<file path="config.mk">
export PLATFORM = sky130hd
export DESIGN_NAME = frame_ingest
export DESIGN_NICKNAME = d
export VERILOG_FILES = /design/src/design/mac_tx_pkg.sv /design/src/design/frame_ingest.sv
export SDC_FILE = /design/constraint.sdc
export NUM_CORES = 1
export LEC_CHECK = 0
export ABC_AREA = 1
export BUFFER_PORTS_ARGS = -buffer_cell sky130_fd_sc_hd__buf_4
export CAP_MARGIN = 20
export CORE_ASPECT_RATIO = 0.9
export CORE_UTILIZATION = 34
export CTS_CLUSTER_SIZE = 14
export DETAILED_ROUTE_END_ITERATION = 8
export GPL_ROUTABILITY_DRIVEN = 1
export PLACE_DENSITY = 0.75
export SYNTH_ARGS = -nofsm -noshare
export SYNTH_HDL_FRONTEND = slang
export SYNTH_SLANG_ARGS = --single-unit
</file>
<file path="constraint.sdc">
create_clock -name clk -period 1.9 [get_ports clk]
set_input_delay 0.095 -clock clk [delete_from_list [all_inputs] [get_ports clk]]
set_output_delay 0.095 -clock clk [all_outputs]
set_load 0.05 [all_outputs]
</file>
<file path="src/design/mac_tx_pkg.sv">
// mac transmit interface types
`default_nettype none

package mac_tx_pkg;

    // one data word of a frame
    typedef logic [63:0] qword_t;

    // byte enables of one qword, bit 0 is byte 0
    typedef logic [7:0] ben_t;

    // frame length counted in qwords
    typedef logic [12:0] qw_len_t;

    // shortest frame the sender pipeline can carry
    localparam int MIN_FRAME_QW = 3;

endpackage

`default_nettype wire
</file>
<file path="src/design/frame_ingest.sv">
// host write side of the tx path
`timescale 1ns/1ps
`default_nettype none

module frame_ingest #(
    parameter int BW      = 9,
    parameter int DESC_AW = 3
) (
    input  wire                        clk,
    input  wire                        rst,

    // host port
    input  wire                        wr_sof_i,
    input  wire mac_tx_pkg::qw_len_t   wr_len_i,
    input  wire mac_tx_pkg::ben_t      wr_lben_i,
    input  wire                        wr_en_i,
    input  wire mac_tx_pkg::qword_t    wr_data_i,

    // from sender
    input  wire [BW:0]                 committed_cons_i,
    output logic                       buf_full_o,

    // buffer write port
    output logic                       mem_we_o,
    output logic [BW-1:0]              mem_waddr_o,
    output mac_tx_pkg::qword_t         mem_wdata_o,

    // to scheduler
    output logic [BW:0]                prod_o,
    output logic                       desc_push_o,
    output mac_tx_pkg::qw_len_t        desc_len_o,
    output mac_tx_pkg::ben_t           desc_lben_o
);

    logic [BW:0]        used;           // qwords held, not yet committed

    assign used       = prod_o - committed_cons_i;
    assign buf_full_o = (used == (BW+1)'(2**BW));   // wrap bit set, low bits equal

    // write lands at the producer pointer
    assign mem_we_o    = wr_en_i;
    assign mem_waddr_o = prod_o[BW-1:0];
    assign mem_wdata_o = wr_data_i;

    always_ff @(posedge clk) begin
        if (rst) begin
            prod_o      <= '0;
            desc_push_o <= 1'b0;
        end else begin
            desc_push_o <= 1'b0;
            if (wr_en_i) begin
                prod_o <= prod_o + 1'b1;    // visible next clock
            end
            if (wr_sof_i) begin
                desc_push_o <= 1'b1;        // one push per announcement
            end
        end
    end

    // descriptor payload, qualified by desc_push_o
    always_ff @(posedge clk) begin
        if (wr_sof_i) begin
            desc_len_o  <= wr_len_i;
            desc_lben_o <= wr_lben_i;
        end
    end

endmodule

`default_nettype wire

</file>
---- Yosys cells after proc, flatten, opt, wreduce, memory -nomap -nowiden ----
Cells that the tools add are included.
operators by class
  add/subtract/negate cells ............... 2
  equal/unequal tests ..................... 1
  muxes and demuxes ....................... 1
operator list
  kind                                            number
  adder 10 x 1 -> 10 bit (second input constant)  1
  == test 10 bit (second input constant)          1
  subtractor 10 bit                               1
  two-way mux 1 bit                               1
storage, ports and cells
  register bits after elaboration ......... 32
  output and inout port bits .............. 107

---- Depth between registers and ports, before layout ----
  depth in word-level cells ............... 2
  gate-level depth with buffers ........... 14
  gate-level depth less buffers ........... 14

---- Least setup slack after synthesis ----
Ideal clock, no wire load.
  path kind ............................... reg2out
  from .................................... register prod_o[4]
  to ...................................... output port buf_full_o
  data arrival time ....................... 2343 ps
  required time ........................... 1805 ps
  path slack .............................. -538 ps
  stages on the path, launching flop included .. 11
  buffers on the path ..................... 0
  cell sequence ........................... dfxtp_1 ha_1 a21oi_1 nor2_1 nor2_1 nand2_1 nand2_1 nand2_1 nor2_1 nand2_1 nor2_1
on the way
  longest elaborated chain between the ends .. 2
ends and longest elaborated chain
  element                 RTL line            RTL
  start, declared         frame_ingest.sv:29  output logic [BW:0] prod_o,
  start signal, assigned  frame_ingest.sv:52  prod_o <= prod_o + 1'b1;
  subtractor 10 bit       frame_ingest.sv:37  assign used = prod_o - committed_cons_i;
  == test 10 bit          frame_ingest.sv:38  assign buf_full_o = (used == (BW+1)'(2**BW));
  end, declared           frame_ingest.sv:21  output logic buf_full_o,
Every way passes these cells.

---- Worst setup path after layout ----
  from .................................... register prod_o[2]
  to ...................................... output port buf_full_o
Same word-level chain as after synthesis.

==> impl_metrics.py <==
metrics = {
    "status": {
        "status": "finished, violations left",
        "violations": "negative setup slack",
    },
    "finish": {
        "final_cell_mix": "buf_4, nand2_1, inv_1",
        "syn_to_final_growth_pct": 34.4,
        "diodes": 0,
        "nNetsFinal": 418,
        "final_common_cell": "buf_4",
        "drive_gt1_share_pct": 47.1,
        "finish.utilization_pct": 47.7,
    },
    "floorplan": {
        "core.rowCount": 27,
        "die_x_um": 86.4,
        "initial_core_util_pct": 35.5,
        "io_pins": 206,
        "die_y_um": 78,
        "die-area_um2": 6740,
        "core_um2": 6150,
    },
    "synth": {
        "syn_nets": 374,
        "ys_ff_latch": 32,
        "synth_compound_area_share_pct": 2.87,
        "yosysSeqAreaShare_pct": 39.0,
        "synthCells": 265,
        "synth_top_family_by_area": "buffers and inverters",
        "syn_avg_cell_area_um2": 8.23,
        "synth-simple-area-share_pct": 20.1,
        "syn_area_um2": 2180,
        "synth_xor_area_share_pct": 0.803,
        "ys.warnings.count": 0,
        "synthAdderAreaFrac_pct": 5.73,
        "synth_cell_types": 21,
        "muxShareOfSynthArea_pct": 0,
    },
    "timing": {
        "holdWs_ns": 0.105,
        "drv_slew": 0,
        "relSlewSlack_pct": 81.4,
        "rsz0062_at_grt": "yes",
        "clock_skew_ns": 0.00508,
        "worst_pin_slew_ns": 0.279,
        "setup_viol": 1,
        "setup_slack_ns": -0.134,
        "fmax_mhz": 492,
        "fin_crit_ns": 2.03,
        "hold_viol_final": 0,
        "finalSetupTns_ns": -0.134,
        "finalCritPeriodShare_pct": 107,
    },
    "power_and_ir_drop": {
        "clock_power_share_pct": 29.6,
        "power.density_nw_per_um2": 629,
        "p_leak_nw": 1.37,
        "internal-power_w": 0.00127,
        "pwr-share-comb_pct": 27.2,
        "power.switching_w": 0.000573,
        "switching_share_pct": 31.1,
        "pwr-share-seq_pct": 43.2,
        "total_power_w": 0.00184,
        "irDropWorstVdd_mv": 0.319,
    },
    "cts": {
        "cts-root-buf": "clkbuf_8",
        "cts_buffers": 5,
        "clkSlewWorstSetupHoldPaths_ns": 0.07,
        "cts.sinks": 32,
        "cts_tree": "yes",
        "htreeDepth": 2,
        "cts_max_path_buffers": 2,
        "clock_latency_ns": 0.28,
    },
    "placed_design": {
        "numPortBuffers": 77,
        "dp_hpwl_um": 3380,
        "finalWeightedCongestion": 0.776,
        "pre_cts_ws_ns": 0.0727,
    },
    "min_path": {
        "hold_start": "wr_en_i",
        "hp-class": "in -> reg",
    },
    "critical_path": {
        "endpoint_kind": "output port",
        "cp.arrival_ns": 1.94,
        "worstReg2RegStart": "prod_o[0]",
        "critPathCapture": "buf_full_o",
        "cp-startpoint": "prod_o[2]",
        "worstPathRequired_ns": 1.80,
        "rr_endpoint": "prod_o[8]",
        "rrSetupSlack_ns": 0.35,
        "crit_fanout": 5,
        "cp-start-kind": "flip-flop",
        "crit_type": "reg -> out",
        "rr_worst_depth": 11,
    },
    "global_routing": {
        "antenna_found_initial": 0,
        "grt_overflow": 0,
        "grt_pass1_vias": 1574,
        "grt_max_degree": 23,
        "grt.total_usage_pct": 14.6,
        "grt_pass1_wl_um": 7640,
    },
    "drt": {
        "detail_route.vias_per_cell": 4.37,
        "antenna_left": 0,
        "wl_per_cell_um": 13.5,
        "vias": 1736,
        "dr.pass1.iters": 5,
        "post-route-drc-count": 0,
        "drt-initial-drc-count": 83,
        "routed_wl_um": 5350,
    },
    "job": {
        "maxCapViolCount": 0,
    },
}
==> cell usage after synthesis (all sizes together) <==
master / n / area [µm²]
nor2: 28 / 123
nand3b: 1 / 7.51
o21bai: 1 / 7.51
nand3: 13 / 70.1
clkinv: 1 / 3.75
ha: 10 / 125
edfxtp: 21 / 631
buf: 74 / 556
nand2: 52 / 200
a21oi: 8 / 40.0
xor2: 2 / 17.5
inv: 34 / 128
nand4: 2 / 18.8
o21ai: 3 / 15.0
nor3: 4 / 20.0
dfxtp: 11 / 220
==> logic make-up after synthesis <==
group,after synthesis
compound gates,12
buf+inv,109
fa+ha+maj,10
simple gates,100
xor+xnor,2
flops,32
==> critical path, cell delays in order, from the launching register on <==
cell and delay [ns]:
dfxtp_4 0.36, ha_4 0.30, nand2_2 0.07, nor2_4 0.10, nand2_2 0.07, nand3_2 0.07, nand2_1 0.05, nand2_1 0.07
nand3_2 0.08, nor2_1 0.10, nand2_1 0.10, nor2_4 0.13, buf_8 0.15
==> timing repair <==
| item | 4_1_cts | 5_1_grt |
|---|---|---|
| setup endpoints to repair | 1 | 1 |
| hold endpoints to repair | 24 | 0 |
| buffers inserted | 3 | 7 |
| pin swaps | 4 | 16 |
| hold buffers | 22 | 0 |
| gates resized for setup | 22 | 25 |
==> power groups by stage <==
stage	clock network (W)	logic, W	registers (W)
finish	0.000546	0.000502	0.000796
floorplan	0	0.000469	0.000965
detailed placement	0	0.000404	0.000818
global route	0.000582	0.000527	0.000800
global placement	0	0.000399	0.000815
CTS	0.000541	0.000468	0.000796
==> cell type report <==
class,instances,area [µm²]
Timing Repair Buffer,111,896
Inverter,35,131
Sequential cell,32,876
Tap cell,87,109
Multi-Input combinational cell,124,831
Clock buffer,8,90.1
Fill cell,569,3220
==> flip-flops by register name, summed over array words and instances (netlist names) <==
name,count
prod_o,10
desc_lben_o,8
desc_len_o,13
desc_push_o,1
==> per-layer routing <==
metal / global-route usage (%) / routed length (µm) / vias up
met4: 6.33 / 86 / 0
met5: 0 / 0 / -
met1: 17.9 / 2060 / 812
met2: 24.8 / 2880 / 60
met3: 2.98 / 319 / 18
li1: - / - / 846
==> metrics by stage <==
stage                     instance area (µm²)  instances
after detailed placement                 2350        357
after global placement                   2350        357
final                                    2930        397
after floorplan                          2200        265
after global routing                     2930        397
after CTS                                2800        390
==> worst min-delay path by stage <==
stage          slack [ns]  depth (start not counted)               to
5_1_grt              0.13                          3        prod_o[0]
3_5_place_dp         0.19                          0  mem_wdata_o[18]
6_report             0.11                          3        prod_o[0]
2_1_floorplan        0.16                          1        prod_o[6]
3_3_place_gp         0.19                          0  mem_wdata_o[18]
4_1_cts              0.10                          3        prod_o[0]
No activity file was read; power rests on OpenSTA's default activity.
