### src/design/mac_tx_pkg.sv
// mac transmit interface types
`default_nettype none

package mac_tx_pkg;

    // one data word of a frame
    typedef logic [63:0] qword_t;

    // byte enables of one qword, bit 0 is byte 0
    typedef logic [7:0] ben_t;

    // frame length counted in qwords
    typedef logic [12:0] qw_len_t;

    // shortest frame the sender pipeline can carry
    localparam int MIN_FRAME_QW = 3;

endpackage

`default_nettype wire
### src/design/frame_scheduler.sv
// descriptor queue and frame release
`timescale 1ns/1ps
`default_nettype none

module frame_scheduler #(
    parameter int BW       = 9,
    parameter int DESC_AW  = 3,
    parameter int START_QW = 4
) (
    input  wire                        clk,
    input  wire                        rst,
    input  wire                        desc_push_i,
    input  wire mac_tx_pkg::qw_len_t   desc_len_i,
    input  wire mac_tx_pkg::ben_t      desc_lben_i,
    input  wire [BW:0]                 prod_i,
    input  wire [BW:0]                 rd_ptr_i,
    input  wire                        sync_i,
    input  wire                        rsk_tk_i,
    input  wire                        tx_underrun_i,
    output logic                       trig_o,
    output mac_tx_pkg::qw_len_t        qw_len_o,
    output mac_tx_pkg::ben_t           lst_ben_o,
    output logic                       rsk_o,
    output logic [BW:0]                diff_o
);

    localparam mac_tx_pkg::qw_len_t START_LEN = mac_tx_pkg::qw_len_t'(START_QW);

    mac_tx_pkg::qw_len_t q_len  [2**DESC_AW];
    mac_tx_pkg::ben_t    q_lben [2**DESC_AW];
    logic [DESC_AW:0]    wr_idx, rd_idx, count;
    logic [DESC_AW-1:0]  nxt_idx;
    logic [BW:0]         head_start, next_start, fill_h, fill_n;
    logic                busy, und_seen, trig_cond, rsk_cond, head_done;

    //////////////////////////////////////////////////////////////////////
    // head and next frame view
    //////////////////////////////////////////////////////////////////////
    assign count      = wr_idx - rd_idx;
    assign nxt_idx    = rd_idx[DESC_AW-1:0] + 1'b1;
    assign qw_len_o   = q_len[rd_idx[DESC_AW-1:0]];
    assign lst_ben_o  = q_lben[rd_idx[DESC_AW-1:0]];
    assign next_start = head_start + qw_len_o[BW:0];     // running sum of lengths
    assign fill_h     = prod_i - head_start;
    assign fill_n     = prod_i - next_start;
    assign diff_o     = prod_i - rd_ptr_i;               // qwords ahead of the reader

    assign head_done  = mac_tx_pkg::qw_len_t'(fill_h) >= qw_len_o;
    assign trig_cond  = (count != '0) && !busy &&
                        (mac_tx_pkg::qw_len_t'(fill_h) >= START_LEN || head_done);
    // next frame only counts once the head is fully written
    assign rsk_cond   = (count > 1) && head_done &&
                        (mac_tx_pkg::qw_len_t'(fill_n) >= START_LEN ||
                         mac_tx_pkg::qw_len_t'(fill_n) >= q_len[nxt_idx]);

    always_ff @(posedge clk) begin
        if (desc_push_i) begin
            q_len[wr_idx[DESC_AW-1:0]]  <= desc_len_i;
            q_lben[wr_idx[DESC_AW-1:0]] <= desc_lben_i;
        end
    end

    always_ff @(posedge clk) begin
        if (rst) begin
            wr_idx     <= '0;
            rd_idx     <= '0;
            head_start <= '0;
            busy       <= 1'b0;
            und_seen   <= 1'b0;
            trig_o     <= 1'b0;
            rsk_o      <= 1'b0;
        end else begin
            trig_o <= trig_cond && !trig_o;  // single level pulse per release
            rsk_o  <= rsk_cond;
            if (desc_push_i) begin
                wr_idx <= wr_idx + 1'b1;
            end
            if (trig_o) begin
                busy <= 1'b1;                // idle sender takes it now
            end
            if (tx_underrun_i) begin
                und_seen <= 1'b1;
            end
            if (sync_i) begin
                und_seen <= 1'b0;
                busy     <= rsk_tk_i;        // chained frame stays in flight
                if (!und_seen) begin         // completed, pop head
                    rd_idx     <= rd_idx + 1'b1;
                    head_start <= next_start;
                end
            end
        end
    end

endmodule

`default_nettype wire

### config.mk
export PLATFORM = sky130hd
export DESIGN_NAME = frame_scheduler
export DESIGN_NICKNAME = d
export VERILOG_FILES = /design/src/design/mac_tx_pkg.sv /design/src/design/frame_scheduler.sv
export SDC_FILE = /design/constraint.sdc
export NUM_CORES = 1
export LEC_CHECK = 0
export ABC_AREA = 0
export BUFFER_PORTS_ARGS = -buffer_cell sky130_fd_sc_hd__buf_2
export CORE_ASPECT_RATIO = 1.25
export CORE_UTILIZATION = 40
export DETAILED_ROUTE_END_ITERATION = 8
export SLEW_MARGIN = 5
export SYNTH_ARGS = -nofsm -noshare
export SYNTH_HDL_FRONTEND = slang
export SYNTH_SLANG_ARGS = --single-unit
### constraint.sdc
create_clock -name clk -period 9.3 [get_ports clk]
set_clock_uncertainty 0.15 [all_clocks]
set_input_delay 0.93 -clock clk [delete_from_list [all_inputs] [get_ports clk]]
set_output_delay 0.93 -clock clk [all_outputs]
set_load 0.02 [all_outputs]
# After elaboration in Yosys (flattened, before gate mapping)
# Memories as Yosys holds them, arrays and structs flattened. A register that Yosys moved wholly into a read port is not among the register bits.
# Cells that the tools add are included.
word_totals:
  out_inout_bits: 33
  regBits: 22
  word_cells: 44
  in_bits: 47
  ramBits: 168
  memories: 2
memory_table:
  columns: ["memory", "words", "word_bits", "read_ports", "rd_ports_with_merged_regs", "write_ports", "line", "text"]
  rows:
  - ["q_len", 8, 13, 2, 1, 1, "frame_scheduler.sv:29", "mac_tx_pkg::qw_len_t q_len [2**DESC_AW];"]
  - ["q_lben", 8, 8, 1, 1, 1, "frame_scheduler.sv:30", "mac_tx_pkg::ben_t q_lben [2**DESC_AW];"]
classes:
  n_addsub: 8
  reduce_logical: 13
  bitwise_logic: 1
  n_mux: 8
  magnitude_cmp: 5
op_table:
  columns: ["operator", "n"]
  rows:
  - ["subtractor 10 bit", 3]
  - [">= comparator 10 x 13 -> 1 bit", 2]
  - [">= comparator 10 x 3 -> 1 bit (second input constant)", 2]
  - ["2-to-1 mux 3 bit", 4]
  - ["adder 10 bit", 1]
  - ["adder 4 x 1 -> 4 bit (second input constant)", 2]
  - ["logical AND 1 bit", 5]
  - ["greater-than comparator 4 x 1 -> 1 bit (second input constant)", 1]
  - ["2-to-1 mux 1 bit", 4]
  - ["nonzero test 4 bit", 1]
  - ["subtractor 4 bit", 1]
  - ["adder 3 x 1 -> 3 bit (second input constant)", 1]
  - ["logical NOT 1 bit", 2]
  - ["logical OR 1 bit", 2]
  - ["AND reduction 2 bit", 1]
  - ["nonzero test 2 bit", 1]
  - ["OR reduction 2 bit", 1]
  - ["NOT 1 bit", 1]

# Depth between registers and ports, before layout
logic_depth:
  word_depth: 5
  ltp_mapped: 25
  depth_no_buf: 22

# Least setup slack after synthesis
# OpenSTA, ideal clock, no wires.
synth_path:
  kind: "register -> register"
  start: "reg (tool-made name)"
  end: "reg rsk_o"
  path_buffers: 3
  t_arrival_ns: 5.642
  required_time_ns: 9.023
  path_slack_ns: 3.381
  path_stages_with_launch: 26
  path_cell_list: "dfxtp_1 -> buf_6 -> buf_12 -> buf_2 -> mux4_2 -> mux2_2 -> ha_1 -> fa_1 -> a211oi_4 -> nor2_2 -> o311a_4 -> o21ai_0 -> nand2b_1 -> xnor2_1 -> ha_1 -> and2_1 -> a21oi_1 -> o211ai_1 -> xor2_1 -> inv_1 -> ha_1 -> nor4_1 -> a211oi_1 -> or4_1 -> nor4_1 -> a31oi_1"
synth_rtl:
  columns: ["element", "line", "text"]
  rows:
  - ["end signal: assignment", "frame_scheduler.sv:74", "rsk_o <= rsk_cond;"]
  - ["end: declaration", "frame_scheduler.sv:23", "output logic rsk_o,"]

==> results.md <==
* Outcome: complete, no violations
* Iter 0 DRT Violations at 329
* GP Congestion at 0.832
* Initial antenna violation count at 2
* Gr usage total at 17.5%
* Minimum clock period after layout at 6510 ps
* Placed instance area at 0.0110 mm2
* Layout cells sized above 1 at 27.0%
* Largest net degree at the start of global routing at 31
* WS Path Type: flip-flop to flip-flop
* Detail Route Antenna Nets at 0
* Core region area at 0.0252 mm2
* Buffers on Ports at 79
* Placed cells at 1111
* Mapped Nets at 819
* Worst hold stages at 2
* First-pass GRT wire length at 34900 um
* Setup crit start kind: flip-flop
* Mapped cell area at 0.0102 mm2
* Reg2Reg Depth at 23
* Nets@finish at 903
* Drc violations at 0
* RSZ-0062 raised after global routing: false
* Share of the clock period used by the worst path at 69.9%
* CP max stage cell: dfxtp_2
* CTS Sinks at 193
* Post-synth top area cell: edfxtp_1
* Post-synthesis cell count at 711
* Worst Tran Pin Value at 926 ps
* Yosys top cell area share at 49.3%
* Crit path required time at 9460 ps
* Core Rows at 65
* CTS resizes at 0
* Final Hold Slack at 340 ps
* Final WL at 21800 um
* Crit path arrival time at 6660 ps
* Initial Util at 40.6%
* CTS root buf: clkbuf_16
* Mean Syn Cell Area at 14.4 um2
* Setup violations, final at 0
* VDD IR max at 0.000130 V
* Non-Filler Instances at 1144
* Clk buf depth at 2
* Post-synth ARST share at 0%
* Worst-path clk slew at 80 ps
* Number of synthesis warnings at 0
* Chip height at 181 um
* Largest stage delay on the critical path at 680 ps
* CP bufs+invs at 3
* Number of global-route vias before repair at 6423
* Dpl hpwl at 14800 um
* # fillers at 2304
* Hold Fails Final Rpt at 0
* Die width at 145 um
* PwrDens at 210 mW/mm2
* Register area share after synthesis at 54.2%
* Total number of vias at 6105
* Ranking of synthesized cells by area: edfxtp_1, mux4_2, ha_1, dfxtp_1, inv_1
* Top Family by Delay on Critical Path: simple AND/OR/NAND/NOR gates
* CTS tree: built
* Slew Limit Fails at 0
* Io pins at 80
* H-tree Lvls at 4
* Setup bufs post-CTS at 0
* TritonRoute pass-1 iters at 4
* Total of max-cap violations at 0
* Post-synth EDFFs at 168
* CP Max Fanout at 28
* Clk_lat worst skew at 430 ps
* Power Total at 2.44 mW
* Setup TNS at 0 ps
* Most common cell on crit path: ha_1
* CTS hold repair buffers at 0
* Overflow left after global routing at 0
* P&R area growth vs syn at 13.7%
* Drt wl/cell at 19.1 um
* Yosys cell types at 73
* Vias/cell at 5.34
* Worst path depth at 23
* Worst min path class: flip-flop to flip-flop
* Rel. slew slack at 38.1%
* Pleak at 4.16 nW
* CTS Buf Count at 17
* Primary FF master, synth: edfxtp_1
* Die area at 0.0262 mm2
* CP cell instances: buf_4 > mux4_1 > mux2i_1 > inv_1 > ha_1 > o21ai_1 > nor2_2 > o311a_4 > o21ai_0 > nand2b_1 > xnor2_1 > ha_1 > and2_1 > a21oi_1 > o211ai_1 > xor2_1 > inv_1 > ha_1 > nor4_1 > a211oi_1 > or4_1 > nor4_1 > a31oi_1
* FMAX at 154 MHz
* Synth Register Bits at 193
* Crit. End Element: flip-flop
* Post-route cell area at 0.0116 mm2
-- placed cells by master, fill, tap and decap left out, types with 5 or more instances in the layout --
cell and n:
inv_1 51, nor2_1 40, mux2_2 13, fa_1 5
ha_1 56, a21oi_1 31, mux2i_1 17, dfxtp_1 23
nor2_4 5, o21ai_0 16, nand2_1 34, xor2_1 16
nor4_1 6, a211oi_1 7, buf_2 79, nor3_1 16
nand4_1 5, edfxtp_1 168, buf_4 10, a21o_1 9
clkbuf_16 17, nand2b_1 9, nor2b_1 7, mux4_2 57
xnor2_1 17
-- layout make-up --
| type | count | area, um2 | area share, % |
|---|---|---|---|
| clock buffer | 19 | 433 | 3.72 |
| multi-input combinational | 443 | 4410 | 37.9 |
| tap | 335 | 419 | 3.61 |
| sequential | 193 | 5550 | 47.7 |
| antenna | 1 | 2.50 | 0.0215 |
| inverter | 51 | 191 | 1.65 |
| timing repair buffer | 89 | 470 | 4.05 |
| clock inverter | 13 | 150 | 1.29 |
-- synth_stat cells, types with 5 or more instances --
| library cell | instances |
|---|---|
| a211oi_1 | 7 |
| a21o_1 | 9 |
| a21oi_1 | 31 |
| buf_2 | 8 |
| clkbuf_1 | 12 |
| dfxtp_1 | 25 |
| edfxtp_1 | 168 |
| fa_1 | 5 |
| ha_1 | 56 |
| inv_1 | 51 |
| mux2_2 | 13 |
| mux2i_1 | 17 |
| mux4_2 | 57 |
| nand2_1 | 34 |
| nand2b_1 | 9 |
| nand4_1 | 5 |
| nor2_1 | 46 |
| nor2b_1 | 7 |
| nor3_1 | 18 |
| nor4_1 | 6 |
| o21ai_0 | 16 |
| xnor2_1 | 17 |
| xor2_1 | 16 |
-- path summary, 6_finish.rpt --
kind / slack, ps / from / end
max: 2790 / flip-flop / rsk_o
max reg2reg: 2790 / flip-flop / rsk_o
min reg2reg: 340 / head_start[0] / head_start[0]
min: 340 / head_start[0] / head_start[0]
-- routing by layer --
layer  track usage (%)  wire length (um)  up-vias  share of wire, %
li1                  -                 -     2915                 -
met1              21.2              9190     3029                42
met2              32.1             11400      138                52
met3              2.65               915       21               4.2
met4              5.40               272        2               1.2
met5                 0                10        -             0.046
-- sequential cells by signal (all words and copies together), names as in the netlist, named ones only --
register,count
busy,1
head_start,10
q_lben,64
q_len,104
rd_idx,4
rsk_o,1
trig_o,1
und_seen,1
wr_idx,4
-- kinds of logic after synthesis --
family	after synthesis	share of synthesized area, %
mux	95	17.5
flops	193	54.2
fa+ha+maj	61	7.83
simple gates	151	7.38
buf+inv	75	3.12
xor+xnor	35	3.14
compound gates	101	6.75
-- stage by stage --
step | utilization [%] | worst slack, ps
floorplan | - | 3380
detailed placement | 43.8 | 2750
global placement | 43.8 | 2890
finish | 46.1 | 2790
global route | 46.1 | 2160
CTS | 46.1 | 2730
-- report_power, final --
| group | total (mW) | switching (mW) | internal, mW |
|---|---|---|---|
| Clock | 0.719 | 0.339 | 0.381 |
| Combinational | 0.734 | 0.412 | 0.321 |
| Sequential | 0.988 | 0.0209 | 0.967 |
-- worst register-to-register path, stage by stage, from the launching register on --
cell and delay (ps):
dfxtp_2 680, buf_4 570, mux4_1 610, mux2i_1 280
inv_1 110, ha_1 370, o21ai_1 290, nor2_2 120
o311a_4 340, o21ai_0 160, nand2b_1 90, xnor2_1 190
ha_1 340, and2_1 220, a21oi_1 150, o211ai_1 110
xor2_1 220, inv_1 70, ha_1 210, nor4_1 300
a211oi_1 100, or4_1 400, nor4_1 200, a31oi_1 110
(Power assumes the default switching activity.)
