## src/design/mac_tx_pkg.sv

```systemverilog
// mac transmit interface types
`default_nettype none

package mac_tx_pkg;

    // one data word of a frame
    typedef logic [63:0] qword_t;

    // byte enables of one qword, bit 0 is byte 0
    typedef logic [7:0] ben_t;

    // frame length counted in qwords
    typedef logic [12:0] qw_len_t;

    // shortest frame the sender pipeline can carry
    localparam int MIN_FRAME_QW = 3;

endpackage

`default_nettype wire
```

## src/design/tx_frame_sender.sv

```systemverilog
// frame sender towards the 10g mac
`timescale 1ns/1ps
`default_nettype none

module tx_frame_sender #(
    parameter int BW = 9
) (
    input  wire                        clk,
    input  wire                        rst,

    // mac tx
    output logic                       tx_underrun_o,
    output mac_tx_pkg::qword_t         tx_data_o,
    output mac_tx_pkg::ben_t           tx_data_valid_o,
    output logic                       tx_start_o,
    input  wire                        tx_ack_i,

    // frame buffer
    output logic [BW-1:0]              rd_addr_o,
    input  wire mac_tx_pkg::qword_t    rd_data_i,

    // space check and scheduler
    output logic [BW:0]                committed_cons_o,
    output logic [BW:0]                rd_ptr_o,
    input  wire [BW:0]                 diff_i,
    input  wire                        trig_i,
    input  wire mac_tx_pkg::qw_len_t   qw_len_i,
    input  wire mac_tx_pkg::ben_t      lst_ben_i,
    input  wire                        rsk_i,
    output logic                       rsk_tk_o,
    output logic                       sync_o
);

    // one-hot states
    localparam logic [5:0] S_IDLE   = 6'b000001;
    localparam logic [5:0] S_START  = 6'b000010;
    localparam logic [5:0] S_FIRST  = 6'b000100;
    localparam logic [5:0] S_HOLD   = 6'b001000;
    localparam logic [5:0] S_STREAM = 6'b010000;
    localparam logic [5:0] S_UNDER  = 6'b100000;

    logic [5:0]          state;
    logic [BW:0]         sof_ptr;       // frame start, rewind target
    logic [BW:0]         cons_nxt;      // end of frame just sent
    logic                eof;
    logic                ack_pend;      // ack seen together with tx_start
    mac_tx_pkg::qw_len_t qw_snt;        // qwords already handed to the mac
    mac_tx_pkg::qword_t  first_qw;
    mac_tx_pkg::qword_t  spare_qw;      // parked while waiting for ack

    assign rd_addr_o = rd_ptr_o[BW-1:0];

    //////////////////////////////////////////////////////////////////////
    // send fsm
    //////////////////////////////////////////////////////////////////////
    always_ff @(posedge clk) begin
        if (rst) begin
            state            <= S_IDLE;
            rd_ptr_o         <= '0;
            committed_cons_o <= '0;
            tx_start_o       <= 1'b0;
            tx_underrun_o    <= 1'b0;
            tx_data_valid_o  <= '0;
            sync_o           <= 1'b0;
            rsk_tk_o         <= 1'b0;
            eof              <= 1'b0;
            ack_pend         <= 1'b0;
        end else begin
            tx_start_o      <= 1'b0;
            tx_underrun_o   <= 1'b0;
            tx_data_valid_o <= '0;
            sync_o          <= 1'b0;
            rsk_tk_o        <= 1'b0;
            eof             <= 1'b0;
            if (eof) begin
                committed_cons_o <= cons_nxt;   // frame space freed
            end

            case (state)
                S_IDLE: begin                   // rd_ptr sits on next frame
                    if (trig_i) begin
                        sof_ptr  <= rd_ptr_o;
                        rd_ptr_o <= rd_ptr_o + 1'b1;
                        state    <= S_START;
                    end
                end
                S_START: begin
                    tx_start_o <= 1'b1;
                    rd_ptr_o   <= rd_ptr_o + 1'b1;
                    ack_pend   <= 1'b0;
                    state      <= S_FIRST;
                end
                S_FIRST: begin                  // qword 1 on the read port
                    tx_data_valid_o <= '1;
                    ack_pend        <= tx_ack_i;
                    state           <= S_HOLD;
                end
                S_HOLD: begin                   // first qword held for ack
                    tx_data_valid_o <= '1;
                    qw_snt <= mac_tx_pkg::qw_len_t'(mac_tx_pkg::MIN_FRAME_QW - 1);
                    if (tx_ack_i || ack_pend) begin
                        rd_ptr_o <= rd_ptr_o + 1'b1;
                        state    <= S_STREAM;
                    end
                end
                S_STREAM: begin                 // one qword per clock
                    rd_ptr_o        <= rd_ptr_o + 1'b1;
                    tx_data_valid_o <= '1;
                    qw_snt          <= qw_snt + 1'b1;
                    if (qw_snt == qw_len_i - 1'b1) begin
                        tx_data_valid_o <= lst_ben_i;
                        sync_o          <= 1'b1;
                        eof             <= 1'b1;
                        cons_nxt        <= rd_ptr_o;
                        if (rsk_i) begin        // chain next frame
                            rsk_tk_o <= 1'b1;
                            sof_ptr  <= rd_ptr_o;
                            state    <= S_START;
                        end else begin
                            rd_ptr_o <= rd_ptr_o;
                            state    <= S_IDLE;
                        end
                    end else if (diff_i == (BW+1)'(1) &&
                                 qw_snt != qw_len_i - 2'd2) begin
                        tx_underrun_o   <= 1'b1;   // host fell behind
                        tx_data_valid_o <= '0;
                        rd_ptr_o        <= sof_ptr;
                        state           <= S_UNDER;
                    end
                end
                S_UNDER: begin
                    sync_o <= 1'b1;             // attempt over, frame stays queued
                    state  <= S_IDLE;
                end
                default: begin
                    state <= S_IDLE;
                end
            endcase
        end
    end

    // data path, prefetch and first qword hold
    always_ff @(posedge clk) begin
        case (state)
            S_START:  first_qw  <= rd_data_i;
            S_FIRST: begin
                tx_data_o <= first_qw;
                spare_qw  <= rd_data_i;
            end
            S_HOLD: begin
                if (tx_ack_i || ack_pend) begin
                    tx_data_o <= spare_qw;
                end
            end
            S_STREAM: tx_data_o <= rd_data_i;
            default: begin
            end
        endcase
    end

endmodule

`default_nettype wire

```

## config.mk

```make
export PLATFORM = sky130hd
export DESIGN_NAME = tx_frame_sender
export DESIGN_NICKNAME = d
export VERILOG_FILES = /design/src/design/mac_tx_pkg.sv /design/src/design/tx_frame_sender.sv
export SDC_FILE = /design/constraint.sdc
export NUM_CORES = 1
export LEC_CHECK = 0
export ABC_AREA = 0
export BUFFER_PORTS_ARGS = -buffer_cell sky130_fd_sc_hd__buf_2
export CORE_MARGIN = 5
export CORE_UTILIZATION = 55
export CTS_CLUSTER_SIZE = 28
export DETAILED_ROUTE_END_ITERATION = 16
export PLACE_DENSITY = 0.8
export SYNTH_ARGS = -nofsm -noshare
export SYNTH_HDL_FRONTEND = slang
export SYNTH_SLANG_ARGS = --single-unit
```

## constraint.sdc

```tcl
create_clock -name clk -period 6.6 [get_ports clk]
set_input_delay 0.66 -clock clk [delete_from_list [all_inputs] [get_ports clk]]
set_output_delay 0.66 -clock clk [all_outputs]
set_load 0.005 [all_outputs]
```

## Word level (Yosys, flattened, before mapping)

Cells that the tools add are included.

| storage, ports and cells | value |
|---|---|
| output and inout bits | 105 |
| memories | 0 |
| register bits after elaboration | 265 |
| bits in latches | 0 |
| word-level logic and storage cells | 83 |
| input bits | 100 |
| bits in read-only memories | 0 |
| RAM bits | 0 |

| cells by class | value |
|---|---|
| multiplexer cells | 28 |
| $lt $le $gt $ge | 0 |
| divide/modulo/power cells | 0 |
| reductions and logical operators | 17 |
| add/subtract/negate cells | 4 |
| shift-type cells | 0 |
| equal/unequal tests | 15 |
| bitwise logic cells | 3 |
| multiply operators | 0 |

Operators by type and width:

| kind | count |
|---|---|
| $pmux W64 S3 | 1 |
| $mux W10 | 8 |
| $mux W64 | 1 |
| $pmux W10 S4 | 1 |
| $pmux W6 S5 | 1 |
| $pmux W13 S2 | 1 |
| $mux W6 | 4 |
| $pmux W10 S2 | 1 |
| $mux W8 | 2 |
| $pmux W8 S2 | 1 |
| $add A13 B1 Y13 const B | 1 |
| $eq A13 B13 Y1 | 1 |
| $ne A13 B13 Y1 | 1 |
| $sub A13 B1 Y13 const B | 1 |
| $sub A13 B2 Y13 const B | 1 |
| $add A10 B1 Y10 const B | 1 |
| $eq A10 B1 Y1 const B | 1 |
| $ne A2 B2 Y1 const B | 4 |
| $eq A6 B1 Y1 const B | 1 |
| $eq A6 B2 Y1 const B | 1 |
| $eq A6 B3 Y1 const B | 1 |
| $eq A6 B4 Y1 const B | 1 |
| $eq A6 B5 Y1 const B | 1 |
| $eq A6 B6 Y1 const B | 1 |
| 16 further kinds | 29 |

## Depth between registers and ports, before layout

| depth | value |
|---|---|
| depth after elaboration | 6 |
| mapped depth | 11 |
| gate-level depth less buffers | 10 |

## Worst setup path after synthesis

Ideal clock, no wire load.

| timing path | value |
|---|---|
| path type | flip-flop to flip-flop |
| start point | register state[5] |
| end point | register tx_data_o[0], enable pin |
| arrival | 5.566 ns |
| buffers on the path | 0 |
| library setup time | 0.507 ns |
| required time | 6.093 ns |
| stages on the path, launching flop included | 6 |
| clock period less this slack | 6.073 ns |
| path slack | 0.527 ns |
| cells stage by stage | dfxtp_1 > nor4_1 > nand3b_1 > inv_1 > nor3_1 > a21oi_1 |

| between the ends | value |
|---|---|
| cells in the longest elaborated chain, start to end | 3 |
| elaborated cells on any way between the ends | 6 |
| classes of those cells | eq/ne: 4; reduce/logical: 2 |

RTL lines:

| element | RTL line | source |
|---|---|---|
| start, declared | tx_frame_sender.sv:42 | `logic [5:0] state;` |
| start signal, assigned | tx_frame_sender.sv:58 | `state <= S_IDLE;` |
| start signal, assigned | tx_frame_sender.sv:84 | `state <= S_START;` |
| start signal, assigned | tx_frame_sender.sv:91 | `state <= S_FIRST;` |
| $eq A6 B4 Y1 (tied with other cells) | tx_frame_sender.sv:144 | `case (state)` |
| $ne A2 B2 Y1 (no line) / $reduce_bool A3 Y1 (equally long branches) | -- |  |
| $reduce_and A2 Y1 (no line) * | -- |  |
| end signal, assigned | tx_frame_sender.sv:147 | `tx_data_o <= first_qw;` |
| end signal, assigned | tx_frame_sender.sv:152 | `tx_data_o <= spare_qw;` |
| end signal, assigned | tx_frame_sender.sv:155 | `S_STREAM: tx_data_o <= rd_data_i;` |
| end, declared | tx_frame_sender.sv:13 | `output mac_tx_pkg::qword_t tx_data_o,` |

Every way passes the cells marked *; elsewhere a longest branch is shown, timed or not.
A chain may end at the register's enable or synchronous reset.

## Worst setup path after layout

| timing path | value |
|---|---|
| start point | input qw_len_i[2] |
| end point | register sof_ptr[8], enable pin |

| between the ends | value |
|---|---|
| cells in the longest elaborated chain, start to end | 4 |

RTL lines:

| element | RTL line | source |
|---|---|---|
| start, declared | tx_frame_sender.sv:27 | `input wire mac_tx_pkg::qw_len_t qw_len_i,` |
| $sub A13 B1 Y13 | tx_frame_sender.sv:110 | `if (qw_snt == qw_len_i - 1'b1) begin` |
| $eq A13 B13 Y1 | tx_frame_sender.sv:110 |  |
| $ne A2 B2 Y1 (no line) | -- |  |
| $reduce_and A5 Y1 (no line) | -- |  |
| end signal, assigned | tx_frame_sender.sv:82 | `sof_ptr <= rd_ptr_o;` |
| end signal, assigned | tx_frame_sender.sv:117 | `sof_ptr <= rd_ptr_o;` |
| end, declared | tx_frame_sender.sv:43 | `logic [BW:0] sof_ptr;` |

No other way between the ends.

==> run summary <==
Status - completed
Cell Area, Synth - 10800 sq um
CTS tree - done
WP data required - 6.75 ns
DR iter-0 viols - 405
Final Hold Viols - 0
Setup ws final - 2.94 ns
Startpoint Class - input pin
Area Growth Syn to Fin - 18.3%
Critical path fanouts, max - 10
FF-to-FF setup slack - 3.35 ns
CTS hold repair buffers - 0
Bufs on Longest Clock Path - 3
Num ports - 205
Clk sinks - 265
Crit path arrival time - 3.82 ns
Post-CTS sizing - 0
Peak VDD IR - 0.000187 V
Max Cap Viol - 0
Hold WC Path Type - in2reg
Fin crit share - 55.5%
Fmax - 0.273 GHz
Worst Tran Pin Value - 1.07 ns
Post-synthesis sequential area ratio - 69.8%
Die area - 22600 sq um
Max-slew violation count - 0
Pre-antenna DRT Iters - 5
Largest net degree at the start of global routing - 71
Die Wd - 150 um
Avg Cell Area, Syn - 13.4 sq um
Global route overflow - 0
Root buf cell - clkbuf_16
Reg2reg start - qw_snt[6]
Multi-input logic area - 2960 sq um
Sum of negative setup slack - 0 ns
Synthesis Warnings - 0
Post-route DRC - 0
Vias - 7125
Endpoint class of the critical path - flop
RD Place Congestion - 0.923
Post-Syn Instances - 807
GRT Total Usage - 19.7%
Antenna-violating nets left - 0
Sequence of cells on the critical path - buf_2 -> inv_1 -> ha_1 -> nor3b_1 -> nand3_1 -> xnor2_1 -> a211oi_1 -> nand4_1 -> nor2_2 -> a22oi_1 -> nor2_1
Setup bufs post-CTS - 0
Tmin final - 3.66 ns
Vias/cell - 5.56
Clk slew on worst S/H paths - 0.06 ns
Fill count - 1420
Critical Path Max Stage Delay - 0.68 ns
Detail Placement HPWL - 14600 um
First-pass GRT wire length - 35600 um
RSZ-0062 raised after global routing - no
Die H - 150 um
Final setup viols - 0
Num CTS Buffers - 27
Core Region - 19400 sq um
Most common cell after layout, fill and taps aside - edfxtp_1
R2R Path End - sof_ptr[8]
Htree depth - 1
Later-pin clock latency in the skew report - 0.53 ns
Worst clock skew - 0.0321 ns
Seq cells post-synth - 265
Post-synth EDFFs - 225
Number of global-route vias before repair - 7136
Initial antenna violation count - 0
Final WL - 22900 um
R2R cell count - 7
Dpl ws - 2.36 ns
Hold-critical path depth - 1
Nets - 1102
Number of distinct library cells after synthesis - 65
Asr flop ratio synth - 0%
PD cells - 261 nW/um^2
Seq. cell area - 7560 sq um
Hold endpoint - spare_qw[5]
Most frequent cells in the layout - edfxtp_1 (225), buf_2 (204), nand2_1 (147)
Relative slew slack - 28.2%
Synth Flop Type - edfxtp_1
Routed WL per cell - 17.9 um
Rows - 51
Slowest cell on crit path - nor2_1
Share of cells above drive strength 1 - 27.9%
Port Buf Inserts - 204
Crit path kind - in2reg
Initial cell density of the core - 55.8%
Hold Crit Start - rd_data_i[5]
Syn nets - 911
Leakage - 0.00489 uW
## worst max-delay path by stage
| stage | start | end | slack (ns) | cells past startpoint |
|---|---|---|---|---|
| global route | qw_len_i[2] | sof_ptr[4] | 2.61 | 11 |
| detailed placement | qw_len_i[2] | sof_ptr[6] | 2.36 | 11 |
| global placement | qw_len_i[2] | sof_ptr[5] | 2.54 | 11 |
| finish | qw_len_i[2] | sof_ptr[8] | 2.94 | 11 |
| CTS | qw_len_i[2] | sof_ptr[5] | 2.94 | 11 |
| floorplan | state[5] | tx_data_o[0] | 0.53 | 5 |
## stage by stage
stage                     std cells  hold WS, ns  power (uW)  util (%)  area, sq um
after floorplan                 807        0.448        1950         -        10800
after global placement         1234        0.455        2010      61.9        12000
after detailed placement       1234        0.466        2020      61.9        12000
after CTS                      1280        0.314        3380      66.0        12800
after global routing           1280        0.317        3470      66.0        12800
final                          1282        0.342        3350      66.0        12800
## critical path, delay by kind of cell
family	cells	cell delay [ns]
AOI/OAI and AO/OA	2	0.59
adders and majority gates	1	0.31
and+or+nand+nor	5	1.88
xor gates and xnor gates	1	0.16
buffers and inverters	2	0.21
## synth_stat cells (all sizes together), types with 15 or more instances
master / count / area [sq um]
edfxtp: 225 / 6760
nand2: 147 / 552
a22oi: 65 / 488
nor2: 48 / 185
dfxtp: 40 / 801
a21oi: 26 / 130
buf: 25 / 158
clkbuf: 25 / 93.8
xnor2: 22 / 200
inv: 20 / 75.1
mux2i: 18 / 180
nand3: 15 / 87.6
## per-layer routing
| layer | up-vias | routed length, um | GRT usage [%] |
|---|---|---|---|
| met1 | 3471 | 9160 | 25.7 |
| met2 | 259 | 11700 | 34.4 |
| met4 | 0 | 354 | 5.26 |
| met3 | 36 | 1760 | 3.34 |
| met5 | - | 0 | 0 |
| li1 | 3359 | - | - |
## report_power, final
group	internal [uW]	total (uW)	switching [uW]
combinational	57.6	143	85.2
clock	787	1360	578
sequential	1830	1840	9.41
## flip-flops by register name, indices dropped and copies added (netlist names)
signal and flops:
state 6, rsk_tk_o 1, tx_data_o 64, eof 1
sync_o 1, tx_start_o 1, ack_pend 1, tx_underrun_o 1
cons_nxt 10, spare_qw 64, tx_data_valid_o 8, qw_snt 13
committed_cons_o 10, rd_ptr_o 10, first_qw 64, sof_ptr 10
## area by class of cell
class / count / area share, %
clock buffer: 38 / 5.84
inverter: 20 / 0.586
multi-input combinational: 472 / 23.1
antenna: 2 / 0.0391
tap: 265 / 2.59
timing repair buffer: 212 / 8.44
sequential: 265 / 59.0
clock inverter: 8 / 0.371
## cells by family after synthesis
kind of cell	count (synthesis)	share of synthesized area [%]
simple gates	284	12.8
flops	265	69.8
compound gates	129	9.11
buf+inv	70	3.02
xor+xnor	36	2.98
mux	19	1.80
fa+ha+maj	4	0.463
Power figures use the tool's default switching activity.
